--- src/rtl/rv_core_pkg.sv ---
package rv_core_pkg;

    localparam int XLEN = 32;
    localparam int REG_ADDR_W = 5;

    // addi x0, x0, 0
    localparam logic [XLEN-1:0] NOP_INSTR = 32'h0000_0013;

    localparam logic [6:0] OPC_OP     = 7'b0110011;
    localparam logic [6:0] OPC_OP_IMM = 7'b0010011;
    localparam logic [6:0] OPC_LUI    = 7'b0110111;
    localparam logic [6:0] OPC_AUIPC  = 7'b0010111;
    localparam logic [6:0] OPC_JAL    = 7'b1101111;
    localparam logic [6:0] OPC_JALR   = 7'b1100111;
    localparam logic [6:0] OPC_BRANCH = 7'b1100011;

    // ALU operand A
    localparam logic [1:0] SRC_A_RS1  = 2'd0;
    localparam logic [1:0] SRC_A_PC   = 2'd1;
    localparam logic [1:0] SRC_A_ZERO = 2'd2;

    // ALU operand B
    localparam logic [2:0] SRC_B_RS2  = 3'd0;
    localparam logic [2:0] SRC_B_IMM  = 3'd1;
    localparam logic [2:0] SRC_B_FOUR = 3'd2;

    // what execute reports as its result
    localparam logic [2:0] WB_SEL_ALU       = 3'd0;
    localparam logic [2:0] WB_SEL_PC_PLUS_4 = 3'd1;

endpackage

--- src/rtl/instr_decoder.sv ---
`timescale 1ns/1ps

module instr_decoder (
    input  logic [rv_core_pkg::XLEN-1:0]       instruction,
    output logic [6:0]                         opcode,
    output logic [2:0]                         funct3,
    output logic [6:0]                         funct7,
    output logic [rv_core_pkg::REG_ADDR_W-1:0] rd,
    output logic [rv_core_pkg::REG_ADDR_W-1:0] rs1,
    output logic [rv_core_pkg::REG_ADDR_W-1:0] rs2,
    output logic [rv_core_pkg::XLEN-1:0]       imm,
    output logic [1:0]                         alu_src_a_select,
    output logic [2:0]                         alu_src_b_select,
    output logic [2:0]                         result_select,
    output logic                               register_write_enable,
    output logic                               branch,
    output logic                               jump
);

    logic [rv_core_pkg::XLEN-1:0] imm_i;
    logic [rv_core_pkg::XLEN-1:0] imm_u;
    logic [rv_core_pkg::XLEN-1:0] imm_j;
    logic [rv_core_pkg::XLEN-1:0] imm_b;

    assign opcode = instruction[6:0];
    assign rd     = instruction[11:7];
    assign funct3 = instruction[14:12];
    assign rs1    = instruction[19:15];
    assign rs2    = instruction[24:20];
    assign funct7 = instruction[31:25];

    // immediates per format, all sign extended from bit 31
    assign imm_i = {{20{instruction[31]}}, instruction[31:20]};
    assign imm_u = {instruction[31:12], 12'b0};
    assign imm_j = {{12{instruction[31]}}, instruction[19:12], instruction[20],
                    instruction[30:21], 1'b0};
    assign imm_b = {{20{instruction[31]}}, instruction[7], instruction[30:25],
                    instruction[11:8], 1'b0};

    always_comb begin
        alu_src_a_select      = rv_core_pkg::SRC_A_RS1;
        alu_src_b_select      = rv_core_pkg::SRC_B_RS2;
        result_select         = rv_core_pkg::WB_SEL_ALU;
        register_write_enable = 1'b0;
        branch                = 1'b0;
        jump                  = 1'b0;
        imm                   = '0;
        case (opcode)
            rv_core_pkg::OPC_OP: begin
                register_write_enable = 1'b1;
            end
            rv_core_pkg::OPC_OP_IMM: begin
                alu_src_b_select      = rv_core_pkg::SRC_B_IMM;
                register_write_enable = 1'b1;
                imm                   = imm_i;
            end
            rv_core_pkg::OPC_LUI: begin
                alu_src_a_select      = rv_core_pkg::SRC_A_ZERO;
                alu_src_b_select      = rv_core_pkg::SRC_B_IMM;
                register_write_enable = 1'b1;
                imm                   = imm_u;
            end
            rv_core_pkg::OPC_AUIPC: begin
                alu_src_a_select      = rv_core_pkg::SRC_A_PC;
                alu_src_b_select      = rv_core_pkg::SRC_B_IMM;
                register_write_enable = 1'b1;
                imm                   = imm_u;
            end
            rv_core_pkg::OPC_JAL,
            rv_core_pkg::OPC_JALR: begin
                // link value is pc + 4
                alu_src_a_select      = rv_core_pkg::SRC_A_PC;
                alu_src_b_select      = rv_core_pkg::SRC_B_FOUR;
                result_select         = rv_core_pkg::WB_SEL_PC_PLUS_4;
                register_write_enable = 1'b1;
                jump                  = 1'b1;
                imm                   = (opcode == rv_core_pkg::OPC_JAL) ? imm_j : imm_i;
            end
            rv_core_pkg::OPC_BRANCH: begin
                branch = 1'b1;
                imm    = imm_b;
            end
            default: begin
                // unknown opcode behaves as a bubble
                imm = '0;
            end
        endcase
    end

endmodule

--- src/rtl/register_file.sv ---
`timescale 1ns/1ps

module register_file (
    input  logic                               clk,
    input  logic                               reset,
    input  logic                               write_enable,
    input  logic [rv_core_pkg::REG_ADDR_W-1:0] write_addr,
    input  logic [rv_core_pkg::XLEN-1:0]       write_data,
    input  logic [rv_core_pkg::REG_ADDR_W-1:0] read_addr1,
    input  logic [rv_core_pkg::REG_ADDR_W-1:0] read_addr2,
    output logic [rv_core_pkg::XLEN-1:0]       read_data1,
    output logic [rv_core_pkg::XLEN-1:0]       read_data2
);

    logic [rv_core_pkg::XLEN-1:0] regs [2**rv_core_pkg::REG_ADDR_W];

    always_ff @(posedge clk or posedge reset) begin
        if (reset) begin
            for (int i = 0; i < 2**rv_core_pkg::REG_ADDR_W; i++) begin
                regs[i] <= '0;
            end
        end else if (write_enable && write_addr != '0) begin
            regs[write_addr] <= write_data;
        end
    end

    // x0 reads as zero, no write bypass
    assign read_data1 = (read_addr1 == '0) ? '0 : regs[read_addr1];
    assign read_data2 = (read_addr2 == '0) ? '0 : regs[read_addr2];

endmodule

--- src/rtl/id_ex_register.sv ---
`timescale 1ns/1ps

module id_ex_register (
    input  logic                               clk,
    input  logic                               reset,
    input  logic                               flush,

    input  logic [rv_core_pkg::XLEN-1:0]       id_pc,
    input  logic [rv_core_pkg::XLEN-1:0]       id_pc_plus_4,
    input  logic [rv_core_pkg::XLEN-1:0]       id_instruction,
    input  logic                               id_branch_prediction,
    input  logic                               id_jump,
    input  logic                               id_branch,
    input  logic [1:0]                         id_alu_src_a_select,
    input  logic [2:0]                         id_alu_src_b_select,
    input  logic [2:0]                         id_result_select,
    input  logic                               id_register_write_enable,
    input  logic [2:0]                         id_funct3,
    input  logic [6:0]                         id_funct7,
    input  logic [rv_core_pkg::REG_ADDR_W-1:0] id_rd,
    input  logic [rv_core_pkg::XLEN-1:0]       id_read_data1,
    input  logic [rv_core_pkg::XLEN-1:0]       id_read_data2,
    input  logic [rv_core_pkg::XLEN-1:0]       id_imm,

    output logic [rv_core_pkg::XLEN-1:0]       ex_pc,
    output logic [rv_core_pkg::XLEN-1:0]       ex_pc_plus_4,
    output logic [rv_core_pkg::XLEN-1:0]       ex_instruction,
    output logic                               ex_branch_prediction,
    output logic                               ex_jump,
    output logic                               ex_branch,
    output logic [1:0]                         ex_alu_src_a_select,
    output logic [2:0]                         ex_alu_src_b_select,
    output logic [2:0]                         ex_result_select,
    output logic                               ex_register_write_enable,
    output logic [2:0]                         ex_funct3,
    output logic [6:0]                         ex_funct7,
    output logic [rv_core_pkg::REG_ADDR_W-1:0] ex_rd,
    output logic [rv_core_pkg::XLEN-1:0]       ex_read_data1,
    output logic [rv_core_pkg::XLEN-1:0]       ex_read_data2,
    output logic [rv_core_pkg::XLEN-1:0]       ex_imm
);

    always_ff @(posedge clk or posedge reset) begin
        if (reset) begin
            ex_pc                    <= '0;
            ex_pc_plus_4             <= '0;
            ex_instruction           <= rv_core_pkg::NOP_INSTR;
            ex_branch_prediction     <= 1'b0;
            ex_jump                  <= 1'b0;
            ex_branch                <= 1'b0;
            ex_alu_src_a_select      <= '0;
            ex_alu_src_b_select      <= '0;
            ex_result_select         <= '0;
            ex_register_write_enable <= 1'b0;
            ex_funct3                <= '0;
            ex_funct7                <= '0;
            ex_rd                    <= '0;
            ex_read_data1            <= '0;
            ex_read_data2            <= '0;
            ex_imm                   <= '0;
        end else begin
            // flush loads the same bubble as reset
            ex_pc                    <= flush ? '0 : id_pc;
            ex_pc_plus_4             <= flush ? '0 : id_pc_plus_4;
            ex_instruction           <= flush ? rv_core_pkg::NOP_INSTR : id_instruction;
            ex_branch_prediction     <= flush ? 1'b0 : id_branch_prediction;
            ex_jump                  <= flush ? 1'b0 : id_jump;
            ex_branch                <= flush ? 1'b0 : id_branch;
            ex_alu_src_a_select      <= flush ? '0 : id_alu_src_a_select;
            ex_alu_src_b_select      <= flush ? '0 : id_alu_src_b_select;
            ex_result_select         <= flush ? '0 : id_result_select;
            ex_register_write_enable <= flush ? 1'b0 : id_register_write_enable;
            ex_funct3                <= flush ? '0 : id_funct3;
            ex_funct7                <= flush ? '0 : id_funct7;
            ex_rd                    <= flush ? '0 : id_rd;
            ex_read_data1            <= flush ? '0 : id_read_data1;
            ex_read_data2            <= flush ? '0 : id_read_data2;
            ex_imm                   <= flush ? '0 : id_imm;
        end
    end

endmodule

--- src/rtl/execute_stage.sv ---
`timescale 1ns/1ps

module execute_stage (
    input  logic                               clk,
    input  logic                               reset,
    input  logic [rv_core_pkg::XLEN-1:0]       ex_pc,
    input  logic [rv_core_pkg::XLEN-1:0]       ex_pc_plus_4,
    input  logic [rv_core_pkg::XLEN-1:0]       ex_instruction,
    input  logic                               ex_branch_prediction,
    input  logic                               ex_jump,
    input  logic                               ex_branch,
    input  logic [1:0]                         ex_alu_src_a_select,
    input  logic [2:0]                         ex_alu_src_b_select,
    input  logic [2:0]                         ex_result_select,
    input  logic                               ex_register_write_enable,
    input  logic [2:0]                         ex_funct3,
    input  logic [6:0]                         ex_funct7,
    input  logic [rv_core_pkg::REG_ADDR_W-1:0] ex_rd,
    input  logic [rv_core_pkg::XLEN-1:0]       ex_read_data1,
    input  logic [rv_core_pkg::XLEN-1:0]       ex_read_data2,
    input  logic [rv_core_pkg::XLEN-1:0]       ex_imm,
    output logic                               valid_write,
    output logic [rv_core_pkg::REG_ADDR_W-1:0] rd,
    output logic [rv_core_pkg::XLEN-1:0]       result,
    output logic                               redirect,
    output logic [rv_core_pkg::XLEN-1:0]       target,
    output logic                               mispredict
);

    logic [6:0]                   opcode;
    logic [rv_core_pkg::XLEN-1:0] op_a;
    logic [rv_core_pkg::XLEN-1:0] op_b;
    logic [rv_core_pkg::XLEN-1:0] alu_out;
    logic [rv_core_pkg::XLEN-1:0] jalr_sum;
    logic [rv_core_pkg::XLEN-1:0] target_next;
    logic                         taken;

    assign opcode = ex_instruction[6:0];

    always_comb begin
        case (ex_alu_src_a_select)
            rv_core_pkg::SRC_A_RS1: op_a = ex_read_data1;
            rv_core_pkg::SRC_A_PC:  op_a = ex_pc;
            default:                op_a = '0;
        endcase
        case (ex_alu_src_b_select)
            rv_core_pkg::SRC_B_RS2:  op_b = ex_read_data2;
            rv_core_pkg::SRC_B_IMM:  op_b = ex_imm;
            rv_core_pkg::SRC_B_FOUR: op_b = 4;
            default:                 op_b = '0;
        endcase
    end

    // only OP and OP-IMM pick an operation by funct3; other opcodes add
    always_comb begin
        alu_out = op_a + op_b;
        if (opcode == rv_core_pkg::OPC_OP || opcode == rv_core_pkg::OPC_OP_IMM) begin
            case (ex_funct3)
                3'b000: begin
                    if (opcode == rv_core_pkg::OPC_OP && ex_funct7[5]) begin
                        alu_out = op_a - op_b;
                    end
                end
                3'b001: alu_out = op_a << op_b[4:0];
                3'b010: alu_out = {{(rv_core_pkg::XLEN-1){1'b0}}, $signed(op_a) < $signed(op_b)};
                3'b011: alu_out = {{(rv_core_pkg::XLEN-1){1'b0}}, op_a < op_b};
                3'b100: alu_out = op_a ^ op_b;
                3'b101: begin
                    if (ex_funct7[5]) begin
                        alu_out = $signed(op_a) >>> op_b[4:0];
                    end else begin
                        alu_out = op_a >> op_b[4:0];
                    end
                end
                3'b110: alu_out = op_a | op_b;
                default: alu_out = op_a & op_b;
            endcase
        end
    end

    always_comb begin
        case (ex_funct3)
            3'b000:  taken = ex_read_data1 == ex_read_data2;
            3'b001:  taken = ex_read_data1 != ex_read_data2;
            3'b100:  taken = $signed(ex_read_data1) < $signed(ex_read_data2);
            3'b101:  taken = $signed(ex_read_data1) >= $signed(ex_read_data2);
            3'b110:  taken = ex_read_data1 < ex_read_data2;
            3'b111:  taken = ex_read_data1 >= ex_read_data2;
            default: taken = 1'b0;
        endcase
    end

    assign jalr_sum    = ex_read_data1 + ex_imm;
    assign target_next = (opcode == rv_core_pkg::OPC_JALR)
                       ? {jalr_sum[rv_core_pkg::XLEN-1:1], 1'b0}
                       : ex_pc + ex_imm;

    always_ff @(posedge clk or posedge reset) begin
        if (reset) begin
            valid_write <= 1'b0;
            rd          <= '0;
            result      <= '0;
            redirect    <= 1'b0;
            target      <= '0;
            mispredict  <= 1'b0;
        end else begin
            valid_write <= ex_register_write_enable;
            rd          <= ex_rd;
            result      <= (ex_result_select == rv_core_pkg::WB_SEL_PC_PLUS_4) ? ex_pc_plus_4
                                                                                : alu_out;
            redirect    <= ex_jump || (ex_branch && taken);
            target      <= target_next;
            // jumps are never predicted here, so any jump counts as a miss
            mispredict  <= ex_branch ? (taken ^ ex_branch_prediction) : ex_jump;
        end
    end

endmodule

--- src/rtl/decode_execute_top.sv ---
`timescale 1ns/1ps

module decode_execute_top (
    input  logic                               clk,
    input  logic                               reset,
    input  logic                               flush,
    input  logic [rv_core_pkg::XLEN-1:0]       id_pc,
    input  logic [rv_core_pkg::XLEN-1:0]       id_instruction,
    input  logic                               id_branch_prediction,
    input  logic                               wb_enable,
    input  logic [rv_core_pkg::REG_ADDR_W-1:0] wb_rd,
    input  logic [rv_core_pkg::XLEN-1:0]       wb_data,
    output logic                               ex_valid_write,
    output logic [rv_core_pkg::REG_ADDR_W-1:0] ex_rd,
    output logic [rv_core_pkg::XLEN-1:0]       ex_result,
    output logic                               ex_redirect,
    output logic [rv_core_pkg::XLEN-1:0]       ex_target,
    output logic                               ex_mispredict
);

    // decode side
    logic [rv_core_pkg::XLEN-1:0]       id_pc_plus_4;
    logic [rv_core_pkg::XLEN-1:0]       id_read_data1, id_read_data2, id_imm;
    logic [rv_core_pkg::REG_ADDR_W-1:0] id_rd, id_rs1, id_rs2;
    logic [2:0]                         id_funct3, id_alu_src_b_select, id_result_select;
    logic [6:0]                         id_funct7;
    logic [1:0]                         id_alu_src_a_select;
    logic                               id_register_write_enable, id_branch, id_jump;

    // execute side, rd is renamed since the top output takes ex_rd
    logic [rv_core_pkg::XLEN-1:0]       ex_pc, ex_pc_plus_4, ex_instruction;
    logic [rv_core_pkg::XLEN-1:0]       ex_read_data1, ex_read_data2, ex_imm;
    logic [rv_core_pkg::REG_ADDR_W-1:0] idex_rd;
    logic [2:0]                         ex_funct3, ex_alu_src_b_select, ex_result_select;
    logic [6:0]                         ex_funct7;
    logic [1:0]                         ex_alu_src_a_select;
    logic                               ex_branch_prediction, ex_jump, ex_branch;
    logic                               ex_register_write_enable;

    assign id_pc_plus_4 = id_pc + 4;

    instr_decoder instr_decoder_i (
        .instruction           (id_instruction),
        .opcode                (),
        .funct3                (id_funct3),
        .funct7                (id_funct7),
        .rd                    (id_rd),
        .rs1                   (id_rs1),
        .rs2                   (id_rs2),
        .imm                   (id_imm),
        .alu_src_a_select      (id_alu_src_a_select),
        .alu_src_b_select      (id_alu_src_b_select),
        .result_select         (id_result_select),
        .register_write_enable (id_register_write_enable),
        .branch                (id_branch),
        .jump                  (id_jump)
    );

    register_file register_file_i (
        .clk          (clk),
        .reset        (reset),
        .write_enable (wb_enable),
        .write_addr   (wb_rd),
        .write_data   (wb_data),
        .read_addr1   (id_rs1),
        .read_addr2   (id_rs2),
        .read_data1   (id_read_data1),
        .read_data2   (id_read_data2)
    );

    id_ex_register id_ex_register_i (
        .ex_rd (idex_rd),
        .*
    );

    execute_stage execute_stage_i (
        .ex_rd       (idex_rd),
        .valid_write (ex_valid_write),
        .rd          (ex_rd),
        .result      (ex_result),
        .redirect    (ex_redirect),
        .target      (ex_target),
        .mispredict  (ex_mispredict),
        .*
    );

endmodule

--- config.mk ---
export PLATFORM = sky130hd
export DESIGN_NAME = decode_execute_top
export DESIGN_NICKNAME = d
export VERILOG_FILES = /design/src/rtl/rv_core_pkg.sv /design/src/rtl/instr_decoder.sv /design/src/rtl/register_file.sv /design/src/rtl/id_ex_register.sv /design/src/rtl/execute_stage.sv /design/src/rtl/decode_execute_top.sv
export SDC_FILE = /design/constraint.sdc
export NUM_CORES = 2
export LEC_CHECK = 0
export ABC_AREA = 1
export BUFFER_PORTS_ARGS = -buffer_cell sky130_fd_sc_hd__buf_2
export CAP_MARGIN = 20
export CORE_MARGIN = 4
export CORE_UTILIZATION = 35
export DETAILED_ROUTE_END_ITERATION = 6
export PLACE_DENSITY = 0.62
export SLEW_MARGIN = 20
export SYNTH_ARGS = -nofsm -noshare
export SYNTH_HDL_FRONTEND = slang
export SYNTH_SLANG_ARGS = --single-unit
--- constraint.sdc ---
create_clock -name clk -period 42.5 [get_ports clk]
set_input_delay 4.25 -clock clk [delete_from_list [all_inputs] [get_ports clk]]
set_output_delay 4.25 -clock clk [all_outputs]
set_load 0.01 [all_outputs]
# Yosys cells after proc, flatten, opt, wreduce, memory -nomap -nowiden
# Cells that the tools add are included.
# W data, S select, Z words.
[totals] regBits=1289 wordCells=164
[classes] reduce_logical=17 shift=3 bitwise_logic=7 n_eq_ne=23 add_sub_neg=5 mux=45 order_cmp=10
[op_table] op="$bwmux W1024" count=1
[op_table] op="$mux W32" count=17
[op_table] op="$bmux W32 S5" count=2
[op_table] op="$pmux W32 S7" count=1
[op_table] op="$demux W32 S5" count=1
[op_table] op="$lt A32 B32 Y1" count=4
[op_table] op="$pmux W32 S4" count=1
[op_table] op="$add A32 B32 Y32" count=3
[op_table] op="$pmux W32 S3" count=1
[op_table] op="$ge A32 B32 Y1" count=2
[op_table] op="$pmux W32 S2" count=1
[op_table] op="$add A32 B3 Y32 const B" count=1
[op_table] op="$and A32 B32 Y32" count=1
[op_table] op="$eq A32 B32 Y1" count=1
[op_table] op="$ne A32 B32 Y1" count=1
[op_table] op="$or A32 B32 Y32" count=1
[op_table] op="$shl A32 B5 Y32" count=1
[op_table] op="$shr A32 B5 Y32" count=1
[op_table] op="$sshr A32 B5 Y32" count=1
[op_table] op="$sub A32 B32 Y32" count=1
[op_table] op="$xor A32 B32 Y32" count=1
[op_table] op="$eq A7 B7 Y1 const B" count=4
[op_table] op="$eq A7 B5 Y1 const B" count=3
[op_table] op="$eq A7 B6 Y1 const B" count=3
[op_table] op="other kinds (26)" count=56

# Depth between registers and ports, before layout
[logic_depth] ltp_word=7 ltp_mapped=26 ltp_nobuf=23

# Modules after synthesis
# Synthesis repeated with hierarchy kept, for this count alone.
[unflattened] hier_cells=12620 hier_area_um2=83831.7
[modules_own_cells] module="register_file" area_per_inst_um2=56769.4 instances=1 cells_per_inst=8325 seq_area_each_um2=25624.6
[modules_own_cells] module="execute_stage" area_per_inst_um2=17854.6 instances=1 cells_per_inst=3275 seq_area_each_um2=1801.7
[modules_own_cells] module="id_ex_register" area_per_inst_um2=7352.1 instances=1 cells_per_inst=683 seq_area_each_um2=5484.0
[modules_own_cells] module="instr_decoder" area_per_inst_um2=960.9 instances=1 cells_per_inst=162 seq_area_each_um2=0.0
[modules_own_cells] module="decode_execute_top" area_per_inst_um2=894.6 instances=1 cells_per_inst=175 seq_area_each_um2=0.0

# Worst setup path after synthesis
# Ideal clock, no wire load.
[synth_path] path_type="input to register" start="input port id_pc[2] (netlist bit)" end="register id_ex_register_i.ex_pc_plus_4[22] (netlist bit)" arrival_ps=5805 slack_ps=36608 setup_ps=87 cell_stages=13 n_path_buf=0 path_cell_list="ha_1 > nand2_1 > nor2_2 > inv_2 > nor4_4 > nand2_1 > nor4_2 > nand2_1 > nor2_2 > nand3_1 > clkinv_1 > nand2_1 > a22oi_1"
[synth_via] elab_chain_len=2
[synth_lines] element="from (decl)" line_no="decode_execute_top.sv:7" text="input logic [rv_core_pkg::XLEN-1:0] id_pc,"
[synth_lines] element="$add A32 B3 Y32" line_no="decode_execute_top.sv:40" text="assign id_pc_plus_4 = id_pc + 4;"
[synth_lines] element="$mux W32" line_no="id_ex_register.sv:64" text="ex_pc_plus_4 <= flush ? '0 : id_pc_plus_4;"
[synth_lines] element="to (signal assigned)" line_no="id_ex_register.sv:64"
[synth_lines] element="to (decl)" line_no="id_ex_register.sv:26" text="output logic [rv_core_pkg::XLEN-1:0] ex_pc_plus_4,"
# No other way between the ends.
# A chain may end at the register's enable or synchronous reset.

==> qor.yml <==
status:
  status: "finished, violations left"
  violations: "DRC"
detailed_routing:
  route.detailed.drc: 23
  ant_nets: 0
  first_pass_iters: 7
  wl_um: 353000
  wl_per_cell_um: 25.9
  vias: 81260
  drtIter0Drc: 11857
  vias_per_cell: 5.95
sta:
  skew_ns: 0.0488
  finalCritPeriodShare_pct: 19.2
  finalHoldViolCount: 0
  worst_slew_pin_slew_ns: 1.23
  finalSetupTns_ns: 0
  slew_headroom_pct: 17.8
  final.min_clock_period_ns: 8.17
  fin_ws_ns: 34.33
  drv_slew: 0
  setup_viol: 0
  fmax_mhz: 122
  rsz0062_at_grt: "no"
placement:
  dp_hpwl_um: 223000
  port_buffers: 177
  placed_cell_area_mm2: 0.0808
  place.gp.congestion: 1.02
  pre_cts_slack_ns: 33.33
power:
  leakagePower_nw: 38.9
  power_frac_comb_pct: 22.8
  p_int_mw: 2.41
  clockPowerShare_pct: 34.8
  switching_share_pct: 34.6
  peakVddDrop_v: 0.0000311
  p_switching_mw: 1.27
  power_mw: 3.68
  seqPwrFrac_pct: 42.4
  power_density_mw_per_mm2: 43.0
worst_setup_path:
  start_kind: "input port"
  reg2reg_setup_slack_ns: 36.29
  cp.arrival_ns: 9.03
  required_ns: 43.36
  endpoint_kind: "async pin"
  worst-setup-path-type: "input port to async pin"
  worstPathMaxFanout: 102
yosys:
  yosys.area_share.simple_pct: 20.6
  yosysUniqueCellTypes: 69
  synth_xor_area_share_pct: 0.492
  synthFlopType: "dfrtp_1"
  yosysSeqAreaShare_pct: 40.8
  synth-seq-cells: 1277
  synth_fp_nets: 11267
  synth_fa_ha_area_share_pct: 3.15
  syn_area_mm2: 0.0783
  synth-compound-area-share_pct: 26.3
  syn-instance-count: 10966
  async_flop_share_pct: 100
  synthMuxAreaShare_pct: 0.0128
  synth_area_per_cell_um2: 7.14
  yosys_warnings: 0
  synth_top_family_by_area: "compound AO/OA/AOI/OAI gates"
  synth-edff-count: 0
floorplanning:
  die_area_mm2: 0.231
  die_x_um: 481
  core-area_mm2: 0.223
  rows: 173
  initial_core_util_pct: 35.2
  die_h_um: 481
  num_io_pins: 178
clock_network:
  clk_pin_slew_ns: 0.06
  post-cts-setup-buffers: 0
  cts_tree: "built"
  clockBufferDepth: 3
  cts_buffers: 148
  cts.sinks: 1277
  cts_repair_resize_count: 0
  h-tree-depth: 4
  hold_buffers: 0
  clock-root-buffer: "clkbuf_16"
  clock_latency_ns: 0.83
grt:
  grt_pass1_vias: 75303
  grt_usage_pct: 29.5
  grt_max_degree: 224
  grt_pass1_wl_um: 512000
  overflow: 0
  antenna_found_initial: 19
cells_and_area:
  area_delta_synth_final_pct: 9.44
  register_area_mm2: 0.0320
  multi_input_area_mm2: 0.0397
  fin_area_mm2: 0.0857
  fill_cells: 23280
  nNetsFinal: 10858
  drive_gt1_share_pct: 6.24
  utilization_pct: 38.5
flow_run:
  cap_violations: 0
hold_path:
  hold_path.class: "flip-flop to flip-flop"
## routing by layer
layer / share of wire [%] / track usage, % / routed length [um] / vias up
met1: 41 / 40.4 / 145000 / 38834
met4: 5.9 / 15.0 / 20700 / 6
met5: 0.012 / 0 / 44 / -
met2: 43 / 44.1 / 150000 / 5141
met3: 10 / 5.92 / 36900 / 974
li1: - / - / - / 36305
## registers in the layout, indices dropped and copies added, names as in the netlist, 2 cells and up
register,flops
execute_stage_i.rd,5
execute_stage_i.target,32
id_ex_register_i.ex_alu_src_b_select,2
register_file_i.regs,1024
id_ex_register_i.ex_read_data2,32
id_ex_register_i.ex_pc,32
id_ex_register_i.ex_funct3,3
execute_stage_i.result,32
id_ex_register_i.ex_rd,5
id_ex_register_i.ex_imm,32
id_ex_register_i.ex_pc_plus_4,30
id_ex_register_i.ex_read_data1,32
id_ex_register_i.ex_instruction,7
id_ex_register_i.ex_alu_src_a_select,2
## worst max-delay path: stages
cell   delay [ns]
buf_2        0.13
inv_8        0.47
buf_4        0.81
buf_4        0.79
buf_4        0.84
buf_4        0.73
buf_4        0.69
## layout make-up
cell class | count | share of cell area, %
Antenna cell | 8 | 0.0234
Clock buffer | 214 | 4.97
Clock inverter | 49 | 0.647
Inverter | 895 | 3.99
Multi-Input combinational cell | 7922 | 46.3
Sequential cell | 1277 | 37.3
Tap cell | 2975 | 4.34
Timing Repair Buffer | 313 | 2.46
## metrics by stage
step,instances,hold slack (ns)
floorplan,10966,0.331
global placement,13379,0.337
detailed placement,13380,0.338
CTS,13643,0.350
global route,13649,0.355
finish,13653,0.349
## synthesized netlist by cell type, types with 9 or more instances
library cell / n / area (um2)
clkbuf_1: 707 / 2650
xor2_1: 37 / 324
o21bai_1: 21 / 158
inv_1: 849 / 3190
o22ai_1: 34 / 213
nor2_1: 768 / 2880
buf_2: 95 / 475
nor3_1: 57 / 285
dfrtp_1: 1274 / 31900
o21a_1: 14 / 105
a21oi_1: 1060 / 5310
a311oi_1: 64 / 561
a211oi_1: 9 / 67.6
ha_1: 191 / 2390
nand4_1: 50 / 313
buf_1: 57 / 214
nand3b_1: 9 / 67.6
and3_1: 51 / 319
inv_2: 36 / 135
nand2_1: 2091 / 7850
or2_2: 15 / 93.8
o221ai_1: 10 / 87.6
nand3_1: 736 / 3680
nor4_1: 47 / 294
a21o_1: 11 / 82.6
o21ai_1: 26 / 130
buf_4: 10 / 75.1
o211ai_1: 303 / 2270
o21ai_0: 2176 / 10900
a221oi_1: 9 / 78.8
a31oi_1: 54 / 338
o311ai_0: 12 / 105
## placed cells by master, fill, tap and decap left out, types with 33 or more instances in the layout
cell       netlist  routed
a31oi_1         54      54
xor2_1          37      37
o211ai_1       303     303
o22ai_1         34      33
nand4_1         50      50
nand2_1       2091    2065
buf_2           95     169
a311oi_1        64      64
a21oi_1       1060    1060
inv_1          849     842
and3_1          51      51
clkbuf_16        0     148
nor2_1         768     763
nand3_1        736     736
clkbuf_1       707      35
dfrtp_1       1274    1274
ha_1           191     191
inv_2           36      35
nor3_1          57      56
o21ai_0       2176    2176
nor4_1          47      47
buf_4           10     126
## final timing paths
check,startpoint,end,depth (start not counted)
max,reset,id_ex_register_i.ex_pc[9]$_DFF_PP0_,7
min,id_ex_register_i.ex_rd[2]$_DFF_PP0_,execute_stage_i.rd[2]$_DFF_PP0_,0
max reg2reg,id_ex_register_i.ex_alu_src_b_select[1]$_DFF_PP0_,execute_stage_i.result[30]$_DFF_PP0_,22
min reg2reg,id_ex_register_i.ex_rd[2]$_DFF_PP0_,execute_stage_i.rd[2]$_DFF_PP0_,0
max in group clk,id_instruction[20],id_ex_register_i.ex_read_data2[29]$_DFF_PP0_,10
min in group asynchronous,reset,register_file_i.regs[305]$_DFFE_PP0P_,2
## power groups by stage
stage	logic (mW)	clock network, mW	registers, mW
global route	0.936	1.35	1.58
floorplan	0.565	0	1.54
finish	0.840	1.28	1.56
global placement	0.803	0	1.57
CTS	0.823	1.29	1.55
detailed placement	0.820	0	1.57
## logic make-up after synthesis
kind of cell             count (synthesis)
AO/OA/AOI/OAI                         3820
XOR/XNOR                                44
AND/OR/NAND/NOR                       3862
buffers and inverters                 1767
multiplexers                             1
flip-flops                            1277
adder cells (fa/ha/maj)                195
Note: power is estimated with default switching activity, not from simulation.
